### src/include/cpu_defs.svh
`ifndef CPU_DEFS_SVH
`define CPU_DEFS_SVH

// one data word
`define WORD_WIDTH 32

// general registers R0 to R15
`define REG_COUNT 16

// iterations of the multiply and divide sequencers, one per operand bit
`define DIV_STEPS 32

`endif

### src/design/cpuPkg.sv
package cpuPkg;
        `include "cpu_defs.svh"

        typedef logic [`WORD_WIDTH-1:0] wordT;
        typedef logic [2*`WORD_WIDTH-1:0] dwordT;         // Z holds two words

        // one strobe per general register
        typedef logic [`REG_COUNT-1:0] regSelT;
        typedef wordT regArrayT [`REG_COUNT];

        // ----------------------------------------
        // operation field, same codes as the instruction opcodes
        typedef enum logic [4:0] {
                opAdd = 5'b00011,
                opSub = 5'b00100,
                opAnd = 5'b00101,
                opOr  = 5'b00110,
                opMul = 5'b01110,
                opDiv = 5'b01111
        } aluOpT;

        // ----------------------------------------
        // bus owner, general registers take the codes 0 to 15
        typedef enum logic [4:0] {
                srcReg[`REG_COUNT],
                srcPc,
                srcMdr,
                srcZLow,
                srcZHigh,
                srcHi,
                srcLo,
                srcInPort,
                srcNone
        } busSrcT;

endpackage

### src/design/aluBus.sv
`timescale 1ns/1ps

interface aluBus;
        import cpuPkg::*;

        wordT operandA;         // from Y
        wordT operandB;         // the current bus value
        aluOpT op;
        logic start;            // one-cycle launch pulse

        // done pulses for one cycle alongside a valid result
        logic done;
        dwordT result;

        modport master (
                output operandA,
                output operandB,
                output op,
                output start,
                input done,
                input result
        );

        modport slave (
                input operandA,
                input operandB,
                input op,
                input start,
                output done,
                output result
        );

endinterface

### src/design/busMux.sv
`timescale 1ns/1ps

module busMux (
        input cpuPkg::regSelT regOut,
        input logic pcOut,
        input logic mdrOut,
        input logic zLowOut,
        input logic zHighOut,
        input logic hiOut,
        input logic loOut,
        input logic inPortOut,
        input cpuPkg::regArrayT regValues,
        input cpuPkg::wordT pcValue,
        input cpuPkg::wordT mdrValue,
        input cpuPkg::wordT zLow,
        input cpuPkg::wordT zHigh,
        input cpuPkg::wordT hi,
        input cpuPkg::wordT lo,
        input cpuPkg::wordT inPort,
        output cpuPkg::wordT busData
);
        import cpuPkg::*;

        busSrcT busSrc;

        // ----------------------------------------
        // encoder, later lines override earlier ones so the lowest owner wins
        always_comb begin
                busSrc = srcNone;
                if (inPortOut) busSrc = srcInPort;
                if (loOut) busSrc = srcLo;
                if (hiOut) busSrc = srcHi;
                if (zHighOut) busSrc = srcZHigh;
                if (zLowOut) busSrc = srcZLow;
                if (mdrOut) busSrc = srcMdr;
                if (pcOut) busSrc = srcPc;
                for (int i = $bits(regSelT) - 1; i >= 0; i--) begin
                        if (regOut[i]) busSrc = busSrcT'(i);
                end
        end

        // ----------------------------------------
        always_comb begin
                case (busSrc)
                        srcPc: busData = pcValue;
                        srcMdr: busData = mdrValue;
                        srcZLow: busData = zLow;
                        srcZHigh: busData = zHigh;
                        srcHi: busData = hi;
                        srcLo: busData = lo;
                        srcInPort: busData = inPort;
                        srcNone: busData = '0;            // nobody drives, bus reads zero
                        default: busData = regValues[busSrc[3:0]];
                endcase
        end

endmodule

### src/design/regFile.sv
`timescale 1ns/1ps
`include "cpu_defs.svh"

module regFile (
        input logic Clock,
        input logic rst,
        input cpuPkg::regSelT regIn,
        input cpuPkg::wordT busData,
        output cpuPkg::wordT regValues [`REG_COUNT]
);

        // ----------------------------------------
        // R0 is an ordinary register here, it has no hardwired zero
        always_ff @(posedge Clock) begin
                if (rst) begin
                        for (int i = 0; i < `REG_COUNT; i++) begin
                                regValues[i] <= '0;
                        end
                end else begin
                        for (int i = 0; i < `REG_COUNT; i++) begin
                                if (regIn[i]) begin
                                        regValues[i] <= busData;
                                end
                        end
                end
        end

endmodule

### src/design/programRegs.sv
`timescale 1ns/1ps

module programRegs (
        input logic Clock,
        input logic rst,
        input logic pcIn,
        input logic incPc,
        input logic irIn,
        input logic marIn,
        input logic mdrIn,
        input logic read,
        input cpuPkg::wordT busData,
        input cpuPkg::wordT memDataIn,
        output cpuPkg::wordT pcValue,
        output cpuPkg::wordT mdrValue,
        output cpuPkg::wordT irData,
        output cpuPkg::wordT marData
);
        import cpuPkg::*;

        wordT mdrSource;

        assign mdrSource = read ? memDataIn : busData;     // memory side wins during a read

        // ----------------------------------------
        always_ff @(posedge Clock) begin
                if (rst) begin
                        pcValue <= '0;
                end else if (pcIn) begin
                        pcValue <= busData;               // a jump target beats the increment
                end else if (incPc) begin
                        pcValue <= pcValue + wordT'(1);
                end
        end

        always_ff @(posedge Clock) begin
                if (rst) begin
                        irData <= '0;
                        marData <= '0;
                        mdrValue <= '0;
                end else begin
                        if (irIn) begin
                                irData <= busData;
                        end
                        if (marIn) begin
                                marData <= busData;
                        end
                        if (mdrIn) begin
                                mdrValue <= mdrSource;
                        end
                end
        end

endmodule

### src/design/resultRegs.sv
`timescale 1ns/1ps

module resultRegs (
        input logic Clock,
        input logic rst,
        input logic yIn,
        input logic hiIn,
        input logic loIn,
        input logic aluStart,
        input cpuPkg::aluOpT aluOp,
        input cpuPkg::wordT busData,
        aluBus.master alu,
        output cpuPkg::wordT yValue,
        output cpuPkg::wordT zLow,
        output cpuPkg::wordT zHigh,
        output cpuPkg::wordT hi,
        output cpuPkg::wordT lo
);

        // ----------------------------------------
        // second operand comes straight off the bus in the launch cycle
        assign alu.operandA = yValue;
        assign alu.operandB = busData;
        assign alu.op = aluOp;
        assign alu.start = aluStart;

        always_ff @(posedge Clock) begin
                if (rst) begin
                        yValue <= '0;
                        hi <= '0;
                        lo <= '0;
                        zLow <= '0;
                        zHigh <= '0;
                end else begin
                        if (yIn) yValue <= busData;
                        if (hiIn) hi <= busData;
                        if (loIn) lo <= busData;
                        if (alu.done) begin
                                {zHigh, zLow} <= alu.result;   // Z has no strobe of its own
                        end
                end
        end

endmodule

### src/design/alu.sv
`timescale 1ns/1ps
`include "cpu_defs.svh"

module alu (
        input logic Clock,
        input logic rst,
        aluBus.slave port
);
        import cpuPkg::*;

        localparam int stepBits = $clog2(`DIV_STEPS);
        localparam logic [stepBits-1:0] lastStep = stepBits'(`DIV_STEPS - 1);

        logic busy;
        logic isDiv;
        logic doneReg;
        logic launch;
        logic multiCycle;
        logic negResult;                // sign of the product or the quotient
        logic negRem;                   // remainder follows the dividend
        logic divByZero;
        logic [stepBits-1:0] stepCount;
        logic [`WORD_WIDTH:0] accHi;
        logic [`WORD_WIDTH:0] nextHi;
        logic [`WORD_WIDTH:0] addend;
        logic [`WORD_WIDTH:0] sum;
        logic [`WORD_WIDTH:0] shifted;
        logic [`WORD_WIDTH:0] trial;
        wordT accLo;
        wordT nextLo;
        wordT magnitude;
        wordT magA;
        wordT magB;
        wordT quickLow;
        wordT quotient;
        wordT remainder;
        dwordT product;
        dwordT seqResult;
        dwordT resultReg;

        assign launch = port.start && !busy;      // a start during a sequence is lost
        assign multiCycle = (port.op == opMul) || (port.op == opDiv);
        assign magA = port.operandA[`WORD_WIDTH-1] ? -port.operandA : port.operandA;
        assign magB = port.operandB[`WORD_WIDTH-1] ? -port.operandB : port.operandB;
        assign port.done = doneReg;
        assign port.result = resultReg;

        always_comb begin
                case (port.op)
                        opAnd: quickLow = port.operandA & port.operandB;
                        opOr: quickLow = port.operandA | port.operandB;
                        opAdd: quickLow = port.operandA + port.operandB;
                        opSub: quickLow = port.operandA - port.operandB;
                        default: quickLow = '0;
                endcase
        end

        // ----------------------------------------
        // one step of shift-add multiply or restoring divide on magnitudes
        assign addend = accLo[0] ? {1'b0, magnitude} : '0;
        assign sum = {1'b0, accHi[`WORD_WIDTH-1:0]} + addend;
        assign shifted = {accHi[`WORD_WIDTH-1:0], accLo[`WORD_WIDTH-1]};
        assign trial = shifted - {1'b0, magnitude};

        always_comb begin
                if (!isDiv) begin
                        nextHi = {1'b0, sum[`WORD_WIDTH:1]};
                        nextLo = {sum[0], accLo[`WORD_WIDTH-1:1]};
                end else if (!trial[`WORD_WIDTH]) begin
                        nextHi = trial;
                        nextLo = {accLo[`WORD_WIDTH-2:0], 1'b1};
                end else begin
                        nextHi = shifted;               // restore, quotient bit is zero
                        nextLo = {accLo[`WORD_WIDTH-2:0], 1'b0};
                end
        end

        // signs are applied to the values coming out of the final step
        assign product = {nextHi[`WORD_WIDTH-1:0], nextLo};
        assign quotient = divByZero ? '1 : (negResult ? -nextLo : nextLo);
        assign remainder = negRem ? -nextHi[`WORD_WIDTH-1:0] : nextHi[`WORD_WIDTH-1:0];
        assign seqResult = isDiv ? {remainder, quotient} : (negResult ? -product : product);

        // ----------------------------------------
        always_ff @(posedge Clock) begin
                if (rst) begin
                        busy <= 1'b0;
                        isDiv <= 1'b0;
                        doneReg <= 1'b0;
                        stepCount <= '0;
                end else begin
                        doneReg <= 1'b0;
                        if (busy) begin
                                stepCount <= stepCount + 1'b1;
                                if (stepCount == lastStep) begin
                                        busy <= 1'b0;
                                        doneReg <= 1'b1;
                                end
                        end else if (launch) begin
                                isDiv <= (port.op == opDiv);
                                stepCount <= '0;
                                busy <= multiCycle;
                                doneReg <= !multiCycle;   // logic and add finish next cycle
                        end
                end
        end

        always_ff @(posedge Clock) begin
                if (busy) begin
                        accHi <= nextHi;
                        accLo <= nextLo;
                        if (stepCount == lastStep) resultReg <= seqResult;
                end else if (launch) begin
                        accHi <= '0;
                        accLo <= (port.op == opDiv) ? magA : magB;
                        magnitude <= (port.op == opDiv) ? magB : magA;
                        negResult <= port.operandA[`WORD_WIDTH-1] ^ port.operandB[`WORD_WIDTH-1];
                        negRem <= port.operandA[`WORD_WIDTH-1];
                        divByZero <= (port.operandB == '0);
                        resultReg <= {{`WORD_WIDTH{quickLow[`WORD_WIDTH-1]}}, quickLow};
                end
        end

endmodule

### src/design/datapath.sv
`timescale 1ns/1ps

module datapath (
        input logic Clock,
        input logic rst,
        input cpuPkg::regSelT regOut,
        input cpuPkg::regSelT regIn,
        input logic pcOut,
        input logic pcIn,
        input logic incPc,
        input logic irIn,
        input logic marIn,
        input logic mdrOut,
        input logic mdrIn,
        input logic read,
        input logic yIn,
        input logic zLowOut,
        input logic zHighOut,
        input logic hiOut,
        input logic hiIn,
        input logic loOut,
        input logic loIn,
        input logic inPortOut,
        input logic aluStart,
        input cpuPkg::aluOpT aluOp,
        input cpuPkg::wordT memDataIn,
        input cpuPkg::wordT inPort,
        output cpuPkg::wordT busData,
        output cpuPkg::wordT marData,
        output cpuPkg::wordT irData,
        output logic aluDone
);
        import cpuPkg::*;

        regArrayT regValues;
        wordT pcValue;
        wordT mdrValue;
        wordT zLow;
        wordT zHigh;
        wordT hi;
        wordT lo;

        aluBus aluLink ();

        assign aluDone = aluLink.done;

        // ----------------------------------------
        busMux busMuxInst (
                .regOut(regOut), .pcOut(pcOut), .mdrOut(mdrOut),
                .zLowOut(zLowOut), .zHighOut(zHighOut), .hiOut(hiOut),
                .loOut(loOut), .inPortOut(inPortOut),
                .regValues(regValues), .pcValue(pcValue), .mdrValue(mdrValue),
                .zLow(zLow), .zHigh(zHigh), .hi(hi), .lo(lo), .inPort(inPort),
                .busData(busData)
        );

        regFile regFileInst (
                .Clock(Clock), .rst(rst), .regIn(regIn), .busData(busData),
                .regValues(regValues)
        );

        programRegs programRegsInst (
                .Clock(Clock), .rst(rst), .pcIn(pcIn), .incPc(incPc),
                .irIn(irIn), .marIn(marIn), .mdrIn(mdrIn), .read(read),
                .busData(busData), .memDataIn(memDataIn),
                .pcValue(pcValue), .mdrValue(mdrValue), .irData(irData), .marData(marData)
        );

        // Y feeds only the ALU, it never drives the bus
        resultRegs resultRegsInst (
                .Clock(Clock), .rst(rst), .yIn(yIn), .hiIn(hiIn), .loIn(loIn),
                .aluStart(aluStart), .aluOp(aluOp), .busData(busData),
                .alu(aluLink.master),
                .yValue(), .zLow(zLow), .zHigh(zHigh), .hi(hi), .lo(lo)
        );

        alu aluInst (
                .Clock(Clock), .rst(rst), .port(aluLink.slave)
        );

endmodule

### config.mk
export PLATFORM = sky130hd
export DESIGN_NAME = datapath
export DESIGN_NICKNAME = d
export VERILOG_FILES = /design/src/design/cpuPkg.sv /design/src/design/aluBus.sv /design/src/design/busMux.sv /design/src/design/regFile.sv /design/src/design/programRegs.sv /design/src/design/resultRegs.sv /design/src/design/alu.sv /design/src/design/datapath.sv
export VERILOG_INCLUDE_DIRS = /design/src /design/src/include
export SDC_FILE = /design/constraint.sdc
export NUM_CORES = 2
export LEC_CHECK = 0
export BUFFER_PORTS_ARGS = -buffer_cell sky130_fd_sc_hd__buf_2
export CORE_MARGIN = 1.5
export CORE_UTILIZATION = 60
export CTS_BUF_LIST = sky130_fd_sc_hd__clkbuf_4 sky130_fd_sc_hd__clkbuf_8
export DETAILED_ROUTE_END_ITERATION = 10
export PLACE_DENSITY = 0.74
export SLEW_MARGIN = 25
export SYNTH_ARGS = -nofsm -noshare
export SYNTH_HDL_FRONTEND = slang
export SYNTH_HIERARCHICAL = 1
export SYNTH_SLANG_ARGS = --single-unit
### constraint.sdc
create_clock -name Clock -period 27.4 [get_ports Clock]
set_input_delay 4.11 -clock Clock [delete_from_list [all_inputs] [get_ports Clock]]
set_output_delay 4.11 -clock Clock [all_outputs]
set_load 0.01 [all_outputs]
==> impl_metrics.tcl <==
set metrics [dict create \
    grt_usage 0.412 \
    max_slew_margin 0.182 \
    drc 0 \
    synth_nets 6390 \
    grt_max_degree 154 \
    rr_worst_depth 26 \
    cts-root-buf "clkbuf_8" \
    route.vias.total 49375 \
    cts_tree "built" \
    fill_cells 7656 \
    nets 6383 \
    port_buffers 216 \
    synth_cells 6160 \
    dp.final_hpwl_mm 136 \
    rrSetupSlack_ns 19.72 \
    worst_clock_skew_ns 0.0519 \
    drv_cap 0 \
    drive_gt1_frac 0.123 \
    setup_slack_ns 14.53 \
    core_um2 91500 \
    cp_slowest_cell "or4_1" \
    cp_max_fo 34 \
    insertion_delay_ns 0.88 \
    postLayoutCellArea_um2 59200 \
    crit_type "in -> reg" \
    syn_area_um2 55400 \
    drt_pass1_iterations 9 \
    fp.dieW_um 307 \
    crit_arrival_ns 13.46 \
    setup_tns_ns 0 \
    placed_cells 7174 \
    min_path_cells 2 \
    cts_setup_buffers 0 \
    cp_slowest_stage_delay_ns 0.65 \
    finalSetupViolCount 0 \
    avgViaCountPerCell 6.61 \
    area_delta_synth_final_pct 6.98 \
    run_status "finished, final reports clean" \
    stdcell_count 7468 \
    num_rows 111 \
    p_leak_uw 0.0252 \
    maxSlewViolCount 0 \
    seq_area_um2 21100 \
    synth_warnings 6 \
    antenna_found_initial 13 \
    wl_mm 200 \
    cp.required_ns 27.99 \
    initial_core_util 0.605 \
    hold_violations 0 \
    cts.reportedPaths.clkPinSlew_ns 0.06 \
    ioPinCount 217 \
    multi_input_area_um2 30700 \
    fin_util 0.647 \
    tightest_slew_ns 1.23 \
    max_freq_ghz 0.0777 \
    fp.dieArea_um2 94100 \
    wl_per_cell_um 26.8 \
    ant_nets 0 \
    critPathMostFrequentCell "or3_1" \
    drtIter0Drc 7243 \
    hp-class "reg -> reg" \
    die_h_um 307 \
    finalCriticalPeriod_ns 12.87 \
    p_per_area_nw_per_um2 59.1 \
    clockBufferDepth 3 \
    place_ws_ns 13.83 \
    cts.htree.levels 4 \
    finalCritPeriodShare 0.470 \
    grt_pass1_vias 45049 \
    ir_worst_vdd_uv 40.0 \
    hold_buffers 0 \
    grt-ovfl-total 0 \
    cp-start-kind "primary input" \
    rsz0062_at_grt "false" \
    cts_made_buffers 161 \
    grt_pass1_wl_mm 292 \
    end_kind "flop" \
    place_area_um2 55700 \
    routabilityCongestion 1.02 \
    cts_sinks 971 \
    cts_resized 0 \
    synth_area_per_cell_um2 8.99 \
]
## routing by layer
layer,wire length (um),GRT usage,part of all wire
met1,78900,0.555,0.39
met2,83100,0.587,0.42
met3,25100,0.107,0.13
met4,13100,0.255,0.065
met5,51,0,0.00025
## area by class of cell
cell class / instances / area share
antenna: 9 / 0.000380
clock buffer: 254 / 0.0523
clock inverter: 29 / 0.00699
inverter: 88 / 0.00558
multi-input combinational: 4587 / 0.518
sequential: 971 / 0.356
tap: 1186 / 0.0251
timing repair buffer: 344 / 0.0354
## placed cells by master, fill, tap and decap left out, drive strengths merged, types with 19 or more instances in the layout
cell and instances:
nor2 981, mux2i 942, dfxtp 808, nand2 619, buf 344, clkbuf 254, a21oi 221, o21ai 204
nand3 190, edfxtp 163, xor2 147, ha 107, inv 94, a31oi 83, a211oi 81, xnor2 77
a21o 60, nor3 59, and2 58, nand4 52, nor4 51, or3 49, a222oi 43, a22oi 37
and3 35, o31ai 35, a221oi 31, o211ai 29, nand2b 27, o221ai 27, mux2 26, or4 25
o22ai 23, nor2b 22, o21a 20, a311oi 19
## registers in the layout, summed over array words and instances, names as in the netlist
name / count
programRegsInst/mdrValue: 32
resultRegsInst/alu.operandA: 32
resultRegsInst/lo: 32
aluInst/negRem: 1
programRegsInst/marData: 32
resultRegsInst/hi: 32
aluInst/divByZero: 1
resultRegsInst/zLow: 32
programRegsInst/irData: 32
aluInst/isDiv: 1
aluInst/port.result: 64
aluInst/negResult: 1
aluInst/busy: 1
resultRegsInst/zHigh: 32
programRegsInst/pcValue: 32
aluInst/accHi: 32
aluInst/accLo: 32
regFileInst/regValues: 512
aluInst/stepCount: 5
aluInst/magnitude: 32
aluInst/port.done: 1
## report_power, final
part           switching (uW)  internal (uW)  total (uW)
clock                     621            795        1420
sequential               41.4           1500        1540
combinational             363            184         546
## through the flow
stage | total power (uW) | hold WS [ns]
3_5_place_dp | 2090 | 0.473
3_3_place_gp | 2090 | 0.461
6_report | 3500 | 0.485
2_1_floorplan | 1950 | 0.443
5_1_grt | 3600 | 0.505
4_1_cts | 3480 | 0.485
## worst paths after layout
check | from | endpoint
worst max-delay path | regOut[12] | aluInst/port.result[63]
worst min-delay path | programRegsInst/marData[7] | programRegsInst/marData[7]
worst max register to register | regFileInst/regValues[417] | aluInst/port.result[63]
worst min register to register | programRegsInst/marData[7] | programRegsInst/marData[7]
## critical path, delay by kind of cell
| family | cells | cell delay [ns] |
|---|---|---|
| and+or+nand+nor | 12 | 3.85 |
| AOI/OAI and AO/OA | 11 | 3.33 |
| buffers and inverters | 6 | 1.64 |
| adders and majority gates | 1 | 0.30 |
| xor gates and xnor gates | 1 | 0.15 |
No activity file was read; power rests on OpenSTA's default activity.
